<file path="src/verilog/cfg_pkg.sv">
`default_nettype none

// ======================================================================
// shared types and constants for the configuration-space target
// ======================================================================

package cfg_pkg;

  // bus cycle-type code, carried with every request
  typedef enum logic [2:0] {
    CTI_CLASSIC = 3'd0,  // single transfer
    CTI_FIXED   = 3'd1,  // constant address burst
    CTI_INCR    = 3'd2,  // incrementing burst
    CTI_ERC     = 3'd7   // write wants an acknowledge
  } cfg_cti_e;

  // request as seen on the bus, one cycle per transaction
  typedef struct packed {
    logic        cyc;   // cycle valid
    logic        we;    // write enable
    cfg_cti_e    cti;   // cycle type
    logic [3:0]  sel;   // byte lanes
    logic [31:0] padr;  // physical address
    logic [31:0] dat;   // write data
    logic [7:0]  tid;   // transaction id
  } cfg_req_t;

  // response returned after the fixed latency
  typedef struct packed {
    logic        ack;
    logic [31:0] dat;   // read data, don't care on a write ack
    logic [7:0]  tid;   // echoed from the request
    logic [31:0] adr;   // echoed padr
  } cfg_resp_t;

  // window selects, one per implemented BAR
  typedef struct packed {
    logic bar2;
    logic bar1;
    logic bar0;
  } cfg_bar_sel_t;

  // type-0 header word index, padr[11:2]
  typedef enum logic [9:0] {
    W_ID       = 10'd0,   // device id / vendor id
    W_CMD_STAT = 10'd1,   // status / command
    W_CLASS    = 10'd2,   // class, subclass, prog-if, revision
    W_MISC     = 10'd3,   // bist, header type, latency, cache line
    W_BAR0     = 10'd4,
    W_BAR1     = 10'd5,
    W_BAR2     = 10'd6,
    W_BAR3     = 10'd7,   // unimplemented, reads all ones
    W_BAR4     = 10'd8,
    W_BAR5     = 10'd9,
    W_CIS      = 10'd10,  // cardbus cis pointer
    W_SUBSYS   = 10'd11,  // subsystem id / subsystem vendor id
    W_ROM      = 10'd12,  // expansion rom base
    W_CAP      = 10'd13   // capabilities pointer
  } cfg_word_e;

  // ====================================================================
  // register layout
  // ====================================================================

  localparam logic [15:0] CMD_RESET      = 16'h4003;  // io + mem space on
  // bit 9: fast back-to-back enable is hardwired
  localparam logic [15:0] CMD_FORCE_ONE  = 16'h0200;
  // special cycles, mwi, palette snoop, bit 7 and 15:11 reserved
  localparam logic [15:0] CMD_FORCE_ZERO = 16'hF8B8;

  // 66 MHz capable, fast b2b capable, medium devsel timing
  localparam logic [15:0] STAT_CONST     = 16'h02A0;

  localparam logic [7:0]  HEADER_TYPE    = 8'h00;     // general device

  localparam int          RESP_LATENCY   = 3;         // cycles to ack

endpackage

`default_nettype wire

</file>
<file path="src/verilog/cfg_bar_decode.sv">
`timescale 1ns/1ps
`default_nettype none

// address window selects for the three BARs
// decoded straight off the live request, no config claim needed

module cfg_bar_decode #(
  parameter logic [31:0] BAR0_MASK = 32'h0000_0000,
  parameter logic [31:0] BAR1_MASK = 32'h0000_0000,
  parameter logic [31:0] BAR2_MASK = 32'h0000_0000
) (
  input  var cfg_pkg::cfg_req_t  req_i,
  input  var logic [2:0][31:0]   bars_i,
  output cfg_pkg::cfg_bar_sel_t  bar_sel_o
);

  localparam logic [2:0][31:0] BAR_MASK = {BAR2_MASK, BAR1_MASK, BAR0_MASK};

  logic [2:0] hit;

  // a window matches when padr and the BAR agree on every mask bit
  always_comb begin
    for (int i = 0; i < 3; i++) begin
      hit[i] = req_i.cyc && (((req_i.padr ^ bars_i[i]) & BAR_MASK[i]) == 32'h0);
    end
  end

  assign bar_sel_o.bar0 = hit[0];
  assign bar_sel_o.bar1 = hit[1];
  assign bar_sel_o.bar2 = hit[2];

endmodule

`default_nettype wire

</file>
<file path="src/verilog/cfg_header_regs.sv">
`timescale 1ns/1ps
`default_nettype none

// type-0 header storage: command register, three BARs with size
// probing, and the registered read mux for the whole header

module cfg_header_regs #(
  parameter logic [15:0] VENDOR_ID        = 16'h0000,
  parameter logic [15:0] DEVICE_ID        = 16'h0000,
  parameter logic [15:0] SUBSYS_VENDOR_ID = 16'h0000,
  parameter logic [15:0] SUBSYS_ID        = 16'h0000,
  parameter logic [7:0]  CLASS_CODE       = 8'h03,
  parameter logic [7:0]  SUBCLASS         = 8'h80,
  parameter logic [7:0]  PROGIF           = 8'h01,
  parameter logic [7:0]  REVISION_ID      = 8'h00,
  parameter logic [7:0]  CACHE_LINE       = 8'd8,
  parameter logic [31:0] ROM_ADDR         = 32'hFFFF_FFF0,
  parameter logic [31:0] BAR0_RESET       = 32'h0000_0001,
  parameter logic [31:0] BAR1_RESET       = 32'h0000_0001,
  parameter logic [31:0] BAR2_RESET       = 32'h0000_0001,
  parameter logic [31:0] BAR0_MASK        = 32'h0000_0000,
  parameter logic [31:0] BAR1_MASK        = 32'h0000_0000,
  parameter logic [31:0] BAR2_MASK        = 32'h0000_0000
) (
  input  var logic               clk_i,
  input  var logic               rst_i,
  input  var logic               rd_i,     // claimed read this cycle
  input  var logic               wr_i,     // claimed write this cycle
  input  var cfg_pkg::cfg_word_e word_i,
  input  var cfg_pkg::cfg_req_t  req_i,
  output logic [31:0]            rdata_o,
  output logic [2:0][31:0]       bars_o
);

  // per-BAR constants, indexed the same way as bars_o
  localparam logic [2:0][31:0] BAR_RESET = {BAR2_RESET, BAR1_RESET, BAR0_RESET};
  localparam logic [2:0][31:0] BAR_MASK  = {BAR2_MASK, BAR1_MASK, BAR0_MASK};

  logic [15:0] cmd_q;        // raw command bits as written
  logic [15:0] cmd_rd;       // command as seen on readback
  logic        cmd_wr;
  logic [2:0]  bar_wr;       // write hits BARn
  logic        size_probe;   // all-ones word on all lanes

  // ====================================================================
  // write decode
  // ====================================================================

  assign cmd_wr    = wr_i && (word_i == cfg_pkg::W_CMD_STAT);
  assign bar_wr[0] = wr_i && (word_i == cfg_pkg::W_BAR0);
  assign bar_wr[1] = wr_i && (word_i == cfg_pkg::W_BAR1);
  assign bar_wr[2] = wr_i && (word_i == cfg_pkg::W_BAR2);

  assign size_probe = (&req_i.sel) && (&req_i.dat);

  // ====================================================================
  // command and BAR storage
  // ====================================================================

  always_ff @(posedge clk_i) begin
    if (rst_i) begin
      cmd_q  <= cfg_pkg::CMD_RESET;
      bars_o <= BAR_RESET;
    end else begin
      // command is the low half of word 1, status half is read-only
      if (cmd_wr) begin
        if (req_i.sel[0]) cmd_q[7:0]  <= req_i.dat[7:0];
        if (req_i.sel[1]) cmd_q[15:8] <= req_i.dat[15:8];
      end

      for (int i = 0; i < 3; i++) begin
        if (bar_wr[i]) begin
          if (size_probe) begin
            bars_o[i] <= BAR_MASK[i];  // software reads back the size
          end else begin
            for (int b = 0; b < 4; b++) begin
              if (req_i.sel[b]) bars_o[i][8*b +: 8] <= req_i.dat[8*b +: 8];
            end
          end
        end
      end
    end
  end

  // fixed fields override whatever was stored
  assign cmd_rd = (cmd_q & ~cfg_pkg::CMD_FORCE_ZERO) | cfg_pkg::CMD_FORCE_ONE;

  // ====================================================================
  // read mux, one cycle of latency
  // ====================================================================

  always_ff @(posedge clk_i) begin
    if (rd_i) begin
      case (word_i)
        cfg_pkg::W_ID:       rdata_o <= {DEVICE_ID, VENDOR_ID};
        cfg_pkg::W_CMD_STAT: rdata_o <= {cfg_pkg::STAT_CONST, cmd_rd};
        cfg_pkg::W_CLASS:    rdata_o <= {CLASS_CODE, SUBCLASS, PROGIF, REVISION_ID};
        cfg_pkg::W_MISC: begin
          // bist and latency timer not implemented
          rdata_o <= {8'h00, cfg_pkg::HEADER_TYPE, 8'h00, CACHE_LINE};
        end
        cfg_pkg::W_BAR0:     rdata_o <= bars_o[0];
        cfg_pkg::W_BAR1:     rdata_o <= bars_o[1];
        cfg_pkg::W_BAR2:     rdata_o <= bars_o[2];
        cfg_pkg::W_BAR3,
        cfg_pkg::W_BAR4,
        cfg_pkg::W_BAR5:     rdata_o <= 32'hFFFF_FFFF;  // absent BARs
        cfg_pkg::W_SUBSYS:   rdata_o <= {SUBSYS_ID, SUBSYS_VENDOR_ID};
        cfg_pkg::W_ROM:      rdata_o <= ROM_ADDR;
        default:             rdata_o <= 32'h0000_0000;  // cis, cap, unmapped
      endcase
    end
  end

endmodule

`default_nettype wire

</file>
<file path="src/verilog/cfg_req_decode.sv">
`timescale 1ns/1ps
`default_nettype none

// claims config requests aimed at this bus/device/function and
// splits them into read, write and acked write strobes

module cfg_req_decode #(
  parameter logic [7:0] CFG_BUS    = 8'h00,
  parameter logic [4:0] CFG_DEVICE = 5'h00,
  parameter logic [2:0] CFG_FUNC   = 3'h0
) (
  input  var logic              cs_i,
  input  var cfg_pkg::cfg_req_t req_i,
  output logic                  rd_o,
  output logic                  wr_o,
  output logic                  ack_wr_o,
  output cfg_pkg::cfg_word_e    word_o
);

  logic bdf_match;  // bus/device/function fields agree
  logic claim;

  // type-0 style address: bus 27:20, device 19:15, func 14:12
  assign bdf_match = (req_i.padr[27:20] == CFG_BUS)    &&
                     (req_i.padr[19:15] == CFG_DEVICE) &&
                     (req_i.padr[14:12] == CFG_FUNC);

  assign claim = cs_i && req_i.cyc && bdf_match;

  assign rd_o = claim && !req_i.we;
  assign wr_o = claim &&  req_i.we;

  // only ERC writes get a response, others are posted silently
  assign ack_wr_o = wr_o && (req_i.cti == cfg_pkg::CTI_ERC);

  // dword index within the 4 KB function space
  assign word_o = cfg_pkg::cfg_word_e'(req_i.padr[11:2]);

endmodule

`default_nettype wire

</file>
<file path="src/verilog/cfg_resp_pipe.sv">
`timescale 1ns/1ps
`default_nettype none

// fixed-latency response path
// stage 0 takes the launch with tid/adr, read data joins at stage 1
// once the header mux has registered it, the output register is the ack

module cfg_resp_pipe (
  input  var logic               clk_i,
  input  var logic               rst_i,
  input  var logic               launch_i,  // read or acked write claimed
  input  var logic [31:0]        rdata_i,   // valid one cycle after launch
  input  var logic [7:0]         tid_i,
  input  var logic [31:0]        adr_i,
  output cfg_pkg::cfg_resp_t     resp_o
);

  localparam int LAT = cfg_pkg::RESP_LATENCY;

  logic [LAT-1:0]        vld_q;
  logic [LAT-1:0][7:0]   tid_q;
  logic [LAT-1:0][31:0]  adr_q;
  logic [LAT-1:1][31:0]  dat_q;   // no stage 0, data arrives late
  logic                  ack_q;
  logic [7:0]            tid_o_q;
  logic [31:0]           adr_o_q;
  logic [31:0]           dat_o_q;

  // valid bits, the only reset state in here
  always_ff @(posedge clk_i) begin
    if (rst_i) begin
      vld_q <= '0;
      ack_q <= 1'b0;
    end else begin
      vld_q <= {vld_q[LAT-2:0], launch_i};
      ack_q <= vld_q[LAT-1];  // one-cycle pulse per launch
    end
  end

  // payload shift
  always_ff @(posedge clk_i) begin
    tid_q[0] <= tid_i;
    adr_q[0] <= adr_i;
    dat_q[1] <= rdata_i;        // lines up with the register read
    for (int s = 1; s < LAT; s++) begin
      tid_q[s] <= tid_q[s-1];
      adr_q[s] <= adr_q[s-1];
    end
    for (int s = 2; s < LAT; s++) begin
      dat_q[s] <= dat_q[s-1];
    end
    tid_o_q <= tid_q[LAT-1];
    adr_o_q <= adr_q[LAT-1];
    dat_o_q <= dat_q[LAT-1];
  end

  assign resp_o.ack = ack_q;
  assign resp_o.dat = dat_o_q;
  assign resp_o.tid = tid_o_q;
  assign resp_o.adr = adr_o_q;

endmodule

`default_nettype wire

</file>
<file path="src/verilog/cfg_space_top.sv">
`timescale 1ns/1ps
`default_nettype none

// configuration-space target, type-0 header on a 32-bit split bus

module cfg_space_top #(
  parameter logic [7:0]  CFG_BUS          = 8'h00,
  parameter logic [4:0]  CFG_DEVICE       = 5'h00,
  parameter logic [2:0]  CFG_FUNC         = 3'h0,
  parameter logic [15:0] VENDOR_ID        = 16'h0000,
  parameter logic [15:0] DEVICE_ID        = 16'h0000,
  parameter logic [15:0] SUBSYS_VENDOR_ID = 16'h0000,
  parameter logic [15:0] SUBSYS_ID        = 16'h0000,
  parameter logic [7:0]  CLASS_CODE       = 8'h03,   // display controller
  parameter logic [7:0]  SUBCLASS         = 8'h80,   // other
  parameter logic [7:0]  PROGIF           = 8'h01,
  parameter logic [7:0]  REVISION_ID      = 8'h00,
  parameter logic [7:0]  CACHE_LINE       = 8'd8,    // in 32-bit units
  parameter logic [31:0] ROM_ADDR         = 32'hFFFF_FFF0,
  parameter logic [31:0] BAR0_RESET       = 32'h0000_0001,
  parameter logic [31:0] BAR1_RESET       = 32'h0000_0001,
  parameter logic [31:0] BAR2_RESET       = 32'h0000_0001,
  parameter logic [31:0] BAR0_MASK        = 32'h0000_0000,
  parameter logic [31:0] BAR1_MASK        = 32'h0000_0000,
  parameter logic [31:0] BAR2_MASK        = 32'h0000_0000
) (
  input  var logic                  clk_i,
  input  var logic                  rst_i,
  input  var logic                  cs_i,
  input  var cfg_pkg::cfg_req_t     req_i,
  output cfg_pkg::cfg_resp_t        resp_o,
  output cfg_pkg::cfg_bar_sel_t     bar_sel_o
);

  logic               rd;
  logic               wr;
  logic               ack_wr;
  logic               launch;   // anything that will be acked
  cfg_pkg::cfg_word_e word;
  logic [31:0]        rdata;
  logic [2:0][31:0]   bars;

  assign launch = rd || ack_wr;

  cfg_req_decode #(
    .CFG_BUS(CFG_BUS), .CFG_DEVICE(CFG_DEVICE), .CFG_FUNC(CFG_FUNC)
  ) u_decode (
    .cs_i(cs_i), .req_i(req_i), .rd_o(rd), .wr_o(wr), .ack_wr_o(ack_wr), .word_o(word)
  );

  cfg_header_regs #(
    .VENDOR_ID(VENDOR_ID), .DEVICE_ID(DEVICE_ID),
    .SUBSYS_VENDOR_ID(SUBSYS_VENDOR_ID), .SUBSYS_ID(SUBSYS_ID),
    .CLASS_CODE(CLASS_CODE), .SUBCLASS(SUBCLASS), .PROGIF(PROGIF),
    .REVISION_ID(REVISION_ID), .CACHE_LINE(CACHE_LINE), .ROM_ADDR(ROM_ADDR),
    .BAR0_RESET(BAR0_RESET), .BAR1_RESET(BAR1_RESET), .BAR2_RESET(BAR2_RESET),
    .BAR0_MASK(BAR0_MASK), .BAR1_MASK(BAR1_MASK), .BAR2_MASK(BAR2_MASK)
  ) u_regs (
    .clk_i(clk_i), .rst_i(rst_i), .rd_i(rd), .wr_i(wr), .word_i(word),
    .req_i(req_i), .rdata_o(rdata), .bars_o(bars)
  );

  cfg_bar_decode #(
    .BAR0_MASK(BAR0_MASK), .BAR1_MASK(BAR1_MASK), .BAR2_MASK(BAR2_MASK)
  ) u_bars (
    .req_i(req_i), .bars_i(bars), .bar_sel_o(bar_sel_o)
  );

  cfg_resp_pipe u_resp (
    .clk_i(clk_i), .rst_i(rst_i), .launch_i(launch), .rdata_i(rdata),
    .tid_i(req_i.tid), .adr_i(req_i.padr), .resp_o(resp_o)
  );

endmodule

`default_nettype wire
</file>
<file path="config.mk">
export PLATFORM = sky130hd
export DESIGN_NAME = cfg_space_top
export DESIGN_NICKNAME = d
export VERILOG_FILES = /design/src/verilog/cfg_pkg.sv /design/src/verilog/cfg_bar_decode.sv /design/src/verilog/cfg_header_regs.sv /design/src/verilog/cfg_req_decode.sv /design/src/verilog/cfg_resp_pipe.sv /design/src/verilog/cfg_space_top.sv
export SDC_FILE = /design/constraint.sdc
export NUM_CORES = 1
export LEC_CHECK = 0
export CORE_MARGIN = 2
export CORE_UTILIZATION = 30
export DETAILED_ROUTE_END_ITERATION = 8
export DONT_BUFFER_PORTS = 1
export PLACE_DENSITY = 0.4
export SLEW_MARGIN = 20
export SYNTH_ARGS = -nofsm -noshare
export SYNTH_HDL_FRONTEND = slang
export SYNTH_SLANG_ARGS = --single-unit
</file>
<file path="constraint.sdc">
create_clock -name clk_i -period 5.3 [get_ports clk_i]
set_input_delay 0.53 -clock clk_i [delete_from_list [all_inputs] [get_ports clk_i]]
set_output_delay 0.53 -clock clk_i [all_outputs]
set_load 0.005 [all_outputs]
</file>
==> summary.md, run 1 <==
| Metric | Value |
|---|---|
| RSZ-0062 raised after global routing | `false` |
| Slew @ Worst Pin | `~1.0 ns` |
| Initial DRC Count | `283` |
| Tightest Hold Check Type | `primary input to flip-flop` |
| Startpoint types | `primary input` |
| Max IR drop VDD | `~0.33 mV` |
| Setup TNS | `0 ns` |
| PortBufs | `0` |
| Yosys top cell area share | `0.6792` |
| Fraction of registers with async set/reset | `0` |
| Crit path max-delay family | `simple AND/OR/NAND/NOR gates` |
| Area contributors post-synth | `dfxtp_1, edfxtp_1, o2bb2ai_1, a2bb2o_1, nand2_1` |
| P&R area growth vs syn | `19.73%` |
| Post-CTS Setup Bufs | `0` |
| CTS Sinks | `between 300 and 400` |
| Final Cycle Share | `0.5285` |
| Cell Pwr Density | `458.0 mW/mm2` |
| Synthesized flop and latch total | `about 400` |
| Gr usage total | `0.1312` |
| Routed via count | `around 5,900` |
| R2R cell count | `4` |
| Outcome | `completed` |
| Reg-to-reg endpoint | `u_regs.rdata_o[3]` |
| Buffer depth of the longest clock path | `3` |
| Skew final | `about 0.012 ns` |
| Worst-path clk slew | `~0.060 ns` |
| Syn_area_per_cell | `approximately 14 um2` |
| Starting Density | `0.3022` |
| Inserted Clock Buffers | `41` |
| Count leader, synth | `dfxtp_1` |
| Setup CP Type | `primary input to flip-flop` |
| Post-DP HPWL | `15.12 mm` |
| CP cell instances | `nor4_1 > nand4_1 > nor3_4 > nand3_2 > o221ai_1` |
| Final hold vios | `0` |
| Slew Limit Fails | `0` |
| Critical path fanouts, max | `32` |
| Root buf cell | `clkbuf_16` |
| Number of global-route vias before repair | `6,340` |
| Final nets | `approximately 900` |
| Required @ worst endpoint | `5.72 ns` |
| Cell taking the most area after synthesis | `dfxtp_1` |
| Worst-skew pair later-pin latency | `between 0.5 and 0.6 ns` |
| Synth cell count leaders | `dfxtp_1, nand2_1, o2bb2ai_1` |
| Final min period | `between 2 and 3 ns` |
| Most common flop cell mapped by yosys | `dfxtp_1` |
| Core outline area | `about 0.035 mm2` |
| Largest stage delay, worst path | `0.93 ns` |
| Initial antenna violation count | `0` |
| Iteration count of the initial detailed-routing pass | `4` |
| FP Rows | `a little under 70` |
| EDFF count, synth | `32` |
| Setup-failing EPs final | `0` |
| Crit-path slowest cell | `nand3_2` |
| CP Buf/Inv Count | `0` |
| Die Y | `a little under 200 um` |
| Syn. warnings | `0` |
| Hold depth | `1` |
| Grt ovf | `0` |
| Num ports | `160` |
| Residual DRC | `0` |
| Max Cap Viol | `0` |
| Max-Slew Margin vs Limit | `0.3189` |
| First-pass GRT wire length | `about 36 mm` |
| Total wire length | `~24 mm` |
| Max Fclk | `between 0.3 and 0.4 GHz` |
| Die area | `around 0.037 mm2` |
| Reg2Reg Setup Slack | `4.15 ns` |
| Via/cell ratio | `~4.5` |
| Post-synthesis instance total | `768` |
| Worst Hold Launch | `rst_i` |
| Share of layout cells above drive strength 1 | `0.09187` |
| Mapped cell area | `approximately 0.011 mm2` |
| Die width | `between 150 and 200 um` |
| Arr. time, crit path | `about 3.2 ns` |
| WHS | `0.05860 ns` |
| Post-synthesis sequential area ratio | `0.7692` |
| Layout Cells excl Fill | `approximately 1,300` |
| CTS tree | `built` |
| Post-synth cell types | `37` |
| Largest net degree at the start of global routing | `39` |
| Placed instance count | `approximately 1,200` |
| H-tree levels | `2` |
| ANT nets after route | `0` |
| P_leak | `4.945 nW` |
| Reg2reg start | `u_regs.bars_o[67]` |
| Syn_nets | `approximately 850` |
| Routed length per instance | `around 18 um` |
| Critical path endpoint category | `flip-flop` |
| Hold Path End | `u_regs.cmd_q[10]` |
| Routability Congestion | `around 0.78` |
-- cell usage in the layout (no fill, tap or decap), types with 2 or more instances in the layout --
cell type        n
nand3_2          3
nor3_1           4
a2bb2o_1        42
a22oi_1         11
clkinv_2         7
inv_1            8
nor4_1           4
or3_1            3
clkbuf_16       43
a21oi_1          8
nand3_1          8
o2bb2ai_1       51
clkbuf_1        13
clkbuf_8         5
and3_1           4
o21ai_0          7
dlygate4sd3_1   40
nand4_1         11
mux2i_1          4
nor2b_1          7
a221oi_1        25
nand2_1         94
dfxtp_1        362
nor4_4           5
buf_4            5
edfxtp_1        32
clkinv_4         2
o221ai_1         3
a31oi_1         13
nor2_1          13
-- area by class of cell --
cell class | instances | area, um2
antenna | 1 | 2.502
clock buffer | 61 | 1194
clock inverter | 11 | 67.56
fill | 3385 | 22530
inverter | 8 | 30.03
multi-input combinational | 330 | 2260
sequential | 394 | 8208
tap | 461 | 576.8
timing repair buffer | 45 | 437.9
-- state kept, by name (all words and copies together), names as in the netlist, 6 cells and up --
register / count
u_resp.adr_q: 96
u_resp.dat_q: 64
u_resp.tid_q: 24
u_regs.bars_o: 96
u_resp.tid_o_q: 8
u_resp.dat_o_q: 32
u_regs.cmd_q: 6
u_resp.adr_o_q: 32
u_regs.rdata_o: 32
-- timing repair --
action / 4_1_cts / 5_1_grt
hold endpoints to repair: 40 / 0
hold buffers: 40 / 0
resized for setup: 0 / 0
-- cells by family after synthesis --
logic type	Yosys count	synth area share
flip-flops	394	0.7692
AND/OR/NAND/NOR	164	0.07903
AO/OA/AOI/OAI	162	0.1283
buffers and inverters	44	0.01970
multiplexers	4	0.003752
-- metal layers --
metal | wire (um) | track usage
met5 | 0 | 0
met4 | 560 | 0.05226
met3 | 2106 | 0.05256
met2 | 10660 | 0.2010
met1 | 10780 | 0.1644
-- per-stage QoR --
stage | util | power, mW | setup slack (ns) | cell area (um2)
after CTS | 0.3618 | 5.957 | 2.500 | 12770
after global placement | 0.3146 | 3.197 | 1.798 | 11110
after detailed placement | 0.3147 | 3.199 | 1.928 | 11110
final | 0.3618 | 5.851 | 2.499 | 12780
after global routing | 0.3618 | 6.086 | 2.258 | 12770
after floorplan | - | 3.184 | 2.167 | 10670
-- power by group --
group	switching, mW	total, mW	internal, mW	leakage (nW)
Clock	1.13	2.70	1.56	0.626
Combinational	0.0412	0.0755	0.0343	1.11
Sequential	0.0191	3.08	3.06	3.21
-- how the worst max path moves through the flow --
stage	start	endpoint	slack [ns]	cells after the start
after global placement	req_i[47]	u_regs.bars_o[62]	1.80	6
after floorplan	req_i[63]	u_regs.rdata_o[0]	2.17	4
after detailed placement	req_i[63]	u_regs.bars_o[64]	1.93	5
final	req_i[63]	u_regs.bars_o[64]	2.50	5
after global routing	req_i[63]	u_regs.bars_o[64]	2.26	5
after CTS	req_i[63]	u_regs.bars_o[64]	2.50	5
No activity file was read; power rests on OpenSTA's default activity.
==> run 2: changes to the inputs <==
clock period = 2.8 ns   (was 5.3 ns; I/O delays follow)
==> run 2 against run 1 <==
Net effect:
- clock power is 110% higher
- non-clock buffer count is 49 higher
- design area is 5.0% higher
- sequential share of layout area is 3.1 points lower
- sequential power is 89% higher
- total power is 99% higher
==> summary.md, run 2 (synthesis gave the netlist of run 1 again) <==
| Metric | Value |
|---|---|
| First-pass GRT wire length | `38.01 mm` |
| Startpoint types | `primary input` |
| Cell area after layout | `around 0.013 mm2` |
| Regs by FF count | `u_regs.bars_o: 96 flops, u_resp.adr_q: 96 flops, u_resp.dat_q: 64 flops` |
| Buffer depth of the longest clock path | `3` |
| Core outline area | `roughly 0.035 mm2` |
| P&R area growth vs syn | `25.77%` |
| Routability Congestion | `around 0.77` |
| Starting Density | `0.3022` |
| Layout Cells excl Fill | `between 1,000 and 1,500` |
| Root buf cell | `clkbuf_16` |
| WHS | `between 0.04 and 0.05 ns` |
| CTS Sinks | `between 300 and 400` |
| Largest net degree at the start of global routing | `33` |
| Critical path fanouts, max | `4` |
| Num ports | `160` |
| Final hold vios | `0` |
| Placed cell areas | `0.01121 mm2` |
| Via/cell ratio | `roughly 4.6` |
| Inserted Clock Buffers | `41` |
| H-tree levels | `2` |
| Post-CTS Setup Bufs | `0` |
| Placed instance count | `1,209` |
| Final nets | `953` |
| Total Power | `between 10 and 15 mW` |
| PortBufs | `0` |
| FP Rows | `slightly below 70` |
| CP cell instances | `nor4_1 > nand4_1 > or3_1 > o21ai_0 > a21oi_1 > dlygate4sd3_1` |
| Commonest non-fill, non-tap cell in the layout | `dfxtp_1` |
| Die Y | `192.6 um` |
| Max IR drop VDD | `between 0.5 and 0.6 mV` |
| Setup TNS | `0 ns` |
| RSZ-0062 raised after global routing | `false` |
| Crit-path slowest cell | `dlygate4sd3_1` |
| Skew final | `approximately 0.01 ns` |
| Outcome | `completed` |
| Total wire length | `about 25 mm` |
| Required @ worst endpoint | `about 3.2 ns` |
| ANT nets after route | `0` |
| Most frequent cells in the layout | `dfxtp_1, nand2_1, dlygate4sd3_1, o2bb2ai_1, clkbuf_16` |
| Place WS | `~0.41 ns` |
| Post-CTS sizing | `0` |
| Routed length per instance | `18.33 um` |
| Max Fclk | `about 0.55 GHz` |
| Grt ovf | `0` |
| Share of layout cells above drive strength 1 | `0.1068` |
| P_leak | `roughly 5.2 nW` |
| Setup-failing EPs final | `0` |
| Final min period | `1.832 ns` |
| Initial DRC Count | `351` |
| Worst-path clk slew | `roughly 0.060 ns` |
| Number of global-route vias before repair | `about 6,600` |
| Filler cells | `roughly 3,300` |
| Gr usage total | `0.1367` |
| Initial antenna violation count | `1` |
| Hold depth | `3` |
| CTS tree | `built` |
| Cell Pwr Density | `865.8 mW/mm2` |
| Max-Slew Margin vs Limit | `0.3626` |
| Largest stage delay, worst path | `0.58 ns` |
| Max Cap Viol | `0` |
| R2R cell count | `3` |
| Iteration count of the initial detailed-routing pass | `5` |
| Routed via count | `about 6,300` |
| Worst-skew pair later-pin latency | `~0.55 ns` |
| Final core utilization | `0.3801` |
| Residual DRC | `0` |
| Arr. time, crit path | `around 2.3 ns` |
| Setup ws final | `between 0.9 and 1 ns` |
| Tightest Hold Check Type | `primary input to flip-flop` |
| Setup CP Type | `primary input to flip-flop` |
| Die width | `~190 um` |
| Final Cycle Share | `0.6541` |
| Slew Limit Fails | `0` |
| Slew @ Worst Pin | `between 0.9 and 1 ns` |
| Post-DP HPWL | `approximately 16 mm` |
| Die area | `~0.037 mm2` |
| Critical path endpoint category | `flip-flop` |
[run 2: changes by cell type in the layout (fill, tap and decap cells not counted), sizes merged]
| cell | change |
|---|---|
| diode | +3 |
| dlygate4sd3 | +38 |
| buf | +11 |
| inv | +1 |
| clkinv | +2 |
| clkinvlp | +2 |
| clkbuf | -8 |
| bufinv | +4 |
[run 2: worst paths after layout]
check / startpoint / endpoint / slack (ns)
worst min register to register: u_resp.dat_q[62] / u_resp.dat_o_q[30] / 0.32
worst max-delay path: req_i[63] / u_regs.cmd_q[10] / 0.97
worst min-delay path: req_i[73] / u_regs.cmd_q[8] / 0.04
worst max register to register: u_regs.cmd_q[10] / u_regs.cmd_q[10] / 1.64
[run 2: cell type report]
class / instances / area, um2 / area share
timing repair buffer: 94 / 925.9 / 0.06899
clock buffer: 53 / 1196 / 0.08913
tap: 461 / 576.8 / 0.04298
multi-input combinational: 330 / 2255 / 0.1680
clock inverter: 20 / 219.0 / 0.01632
inverter: 8 / 30.03 / 0.002238
antenna: 4 / 10.01 / 0.0007458
sequential: 394 / 8208 / 0.6116
[run 2: repair_timing]
item,4_1_cts,5_1_grt
hold buffers,78,0
endpoints found under the hold margin,104,0
endpoints found under the setup margin,0,0
[run 2: report_power, final]
group,switching (mW),internal (mW)
Clock,2.20,3.40
Combinational,0.0959,0.0989
Sequential,0.0338,5.79
Total,2.33,9.29
[run 2: metal layers]
| layer | GRT usage | vias to the layer above | wire length [um] |
|---|---|---|---|
| li1 | - | 2971 | - |
| met3 | 0.04492 | 50 | 2194 |
| met1 | 0.1703 | 3027 | 10640 |
| met4 | 0.06078 | 0 | 774 |
| met5 | 0 | - | 0 |
| met2 | 0.2152 | 218 | 11400 |
[run 2: critical path: cells and delay by family]
kind | cells | cell delay [ns]
AO/OA/AOI/OAI | 2 | 0.26
buffers and inverters | 1 | 0.58
AND/OR/NAND/NOR | 3 | 1.13
==> run 3: changes to the inputs <==
ABC_AREA = 1   (was default)
clock period = 1.75 ns   (was 2.8 ns; I/O delays follow)
==> run 3 against run 2 <==
Net effect:
- clock skew increased by 0.0011 ns
- worst hold slack worse by 0.0091 ns
- clock power up 59%
- clock-buffer cell count rose by 5
- design area is 14% higher
- via count rose by 31%
- critical path type unchanged
- critical endpoint is now u_regs.bars_o[68]
- highest routed layer unchanged
==> summary.md, run 3 <==
| Metric | Value |
|---|---|
| Post-synthesis instance total | `1,307` |
| Final Cycle Share | `0.8951` |
| Post-synthesis sequential area ratio | `0.6771` |
| Cell taking the most area after synthesis | `dfxtp_1` |
| Critical path fanouts, max | `7` |
| EDFF count, synth | `32` |
| Synth cell count leaders | `dfxtp_1, nand2_1, nor2_1` |
| Required @ worst endpoint | `between 2 and 2.5 ns` |
| Critical path endpoint category | `flip-flop` |
| Die Y | `a little over 200 um` |
| Crit-path slowest cell | `dlygate4sd3_1` |
| Setup TNS | `0 ns` |
| P_leak | `a little under 7 nW` |
| Worst-path clk slew | `approximately 0.06 ns` |
| Number of global-route vias before repair | `~8,000` |
| Syn. warnings | `0` |
| Most frequent cells in the layout | `dfxtp_1, nand2_1, nor2_1, inv_1, dlygate4sd3_1` |
| Final min period | `1.566 ns` |
| Max-Slew Margin vs Limit | `0.5389` |
| Register area | `approximately 0.008 mm2` |
| CTS tree | `built` |
| Gr usage total | `0.1506` |
| H-tree levels | `2` |
| Mapped cell area | `roughly 0.012 mm2` |
| Inserted Clock Buffers | `43` |
| P&R area growth vs syn | `26.37%` |
| Core outline area | `0.03982 mm2` |
| Max IR drop VDD | `0.5476 mV` |
| Grt ovf | `0` |
| ANT nets after route | `0` |
| Area contributors post-synth | `dfxtp_1, nand2_1, edfxtp_1, nor2_1, inv_1` |
| Sw Ratio | `0.2113` |
| Routability Congestion | `~0.75` |
| Total wire length | `just over 30 mm` |
| Die area | `0.04203 mm2` |
| Via/cell ratio | `between 4 and 5` |
| CP cell instances | `nor2_1 > nand3_2 > nor2_4 > nand3_1 > buf_4 > nor2_4 > buf_4 > nand3_1 > dlygate4sd3_1 > nand2_1 > nor2_1` |
| Outcome | `completed` |
| Yosys top cell area share | `0.5978` |
| Most common flop cell mapped by yosys | `dfxtp_1` |
| Worst-skew pair later-pin latency | `approximately 0.56 ns` |
| Multi-input gate area | `between 0.003 and 0.004 mm2` |
| Syn_nets | `~1,400` |
| Fraction of registers with async set/reset | `0` |
| Initial DRC Count | `around 440` |
| Final nets | `about 1,500` |
| Startpoint types | `primary input` |
| WHS | `~0.032 ns` |
| Slew Limit Fails | `0` |
| FP Rows | `73` |
| Reg power frac | `0.502` |
| Largest net degree at the start of global routing | `just over 100` |
| Post-DP HPWL | `just under 20 mm` |
| Commonest non-fill, non-tap cell in the layout | `dfxtp_1` |
| Post-synth cell types | `28` |
| Die width | `between 200 and 250 um` |
| Switch Pwr | `between 3 and 4 mW` |
| Setup CP Type | `primary input to flip-flop` |
| PortBufs | `0` |
| Clock power frac | `0.478` |
| Skew final | `0.01103 ns` |
| CTS Sinks | `roughly 390` |
| Regs by FF count | `u_regs.bars_o: 96 flops, u_resp.adr_q: 96 flops, u_resp.dat_q: 64 flops` |
| Final hold vios | `0` |
| First-pass GRT wire length | `47.57 mm` |
| Share of layout cells above drive strength 1 | `0.1010` |
| Combinational Power Share | `0.020` |
| Max Fclk | `between 0.6 and 0.7 GHz` |
| Crit path max-delay family | `buffers and inverters` |
| Filler cells | `between 4,000 and 5,000` |
| Placed cell areas | `0.01300 mm2` |
| Tightest Hold Check Type | `primary input to flip-flop` |
| Synthesized flop and latch total | `roughly 390` |
| Cell Pwr Density | `between 1000 and 1500 mW/mm2` |
| CP Buf/Inv Count | `3` |
| Count leader, synth | `dfxtp_1` |
| Starting Density | `0.3044` |
| Final core utilization | `0.3847` |
| RSZ-0062 raised after global routing | `false` |
| Arr. time, crit path | `slightly above 2 ns` |
| Root buf cell | `clkbuf_16` |
| Buffer depth of the longest clock path | `3` |
| Max Cap Viol | `0` |
| Iteration count of the initial detailed-routing pass | `4` |
| Num ports | `160` |
| Largest stage delay, worst path | `0.58 ns` |
| Slew @ Worst Pin | `0.6916 ns` |
| Routed length per instance | `around 15 um` |
| Routed via count | `8,181` |
| Diode count | `0` |
| Residual DRC | `0` |
| Cell area after layout | `between 0.015 and 0.02 mm2` |
| Initial antenna violation count | `0` |
| Total Power | `between 15 and 20 mW` |
| Syn_area_per_cell | `~9.3 um2` |
| Cell internal pwr | `approximately 15 mW` |
| Setup-failing EPs final | `0` |
## run 3: worst paths after layout
check | start | endpoint | slack, ns | depth (start not counted)
worst max register to register | u_regs.cmd_q[8] | u_regs.rdata_o[8] | 0.78 | 4
worst min-delay path | rst_i | u_regs.bars_o[64] | 0.03 | 3
worst min register to register | u_resp.adr_q[3] | u_resp.adr_q[35] | 0.31 | 0
worst max-delay path | req_i[49] | u_regs.bars_o[68] | 0.18 | 11
## run 3: layer usage
metal	share of wire	track usage	vias to the layer above	wire length [um]
li1	-	-	4247	-
met1	0.47	0.1980	3720	14450
met2	0.44	0.2366	154	13680
met3	0.051	0.03261	60	1565
met4	0.034	0.06835	0	1054
met5	0	0	-	0
## run 3: final cells by class
type | instances | share of cell area
Clock buffer | 58 | 0.08200
Clock inverter | 20 | 0.009882
Inverter | 177 | 0.04337
Multi-Input combinational cell | 697 | 0.1966
Sequential cell | 394 | 0.5358
Tap cell | 525 | 0.04288
Timing Repair Buffer | 139 | 0.08951
## run 3: timing repair
item / CTS / global route
endpoints found under the setup margin: 0 / 7
hold buffers: 89 / 0
hold endpoints to repair: 178 / 0
gates resized for setup: 0 / 4
setup buffers: 0 / 1
## run 3: metrics by stage
step           instances  worst slack [ns]
3_5_place_dp        1842          -0.03051
5_1_grt             2010           0.02627
6_report            2010            0.1836
4_1_cts             2009           0.06636
2_1_floorplan       1307            0.1752
3_3_place_gp        1842          -0.01149
## run 3: cell families after synthesis
| group | Yosys count | synth area share |
|---|---|---|
| and+or+nand+nor | 652 | 0.2271 |
| DFF | 394 | 0.6771 |
| buffers and inverters | 216 | 0.07596 |
| AOI/OAI and AO/OA | 45 | 0.01992 |
## run 3: power by group through the flow
stage / sequential, mW / clock [mW] / combinational [mW]
floorplan: 9.50 / 0 / 0.155
global placement: 9.52 / 0 / 0.189
detailed placement: 9.53 / 0 / 0.187
CTS: 9.33 / 9.24 / 0.369
global route: 9.34 / 9.61 / 0.403
finish: 9.33 / 8.88 / 0.366
## run 3: worst register-to-register path: stages, from the launching register on
cell	delay [ns]
dfxtp_1	0.29
inv_1	0.08
o21ai_0	0.09
a21oi_1	0.16
nand2_1	0.10
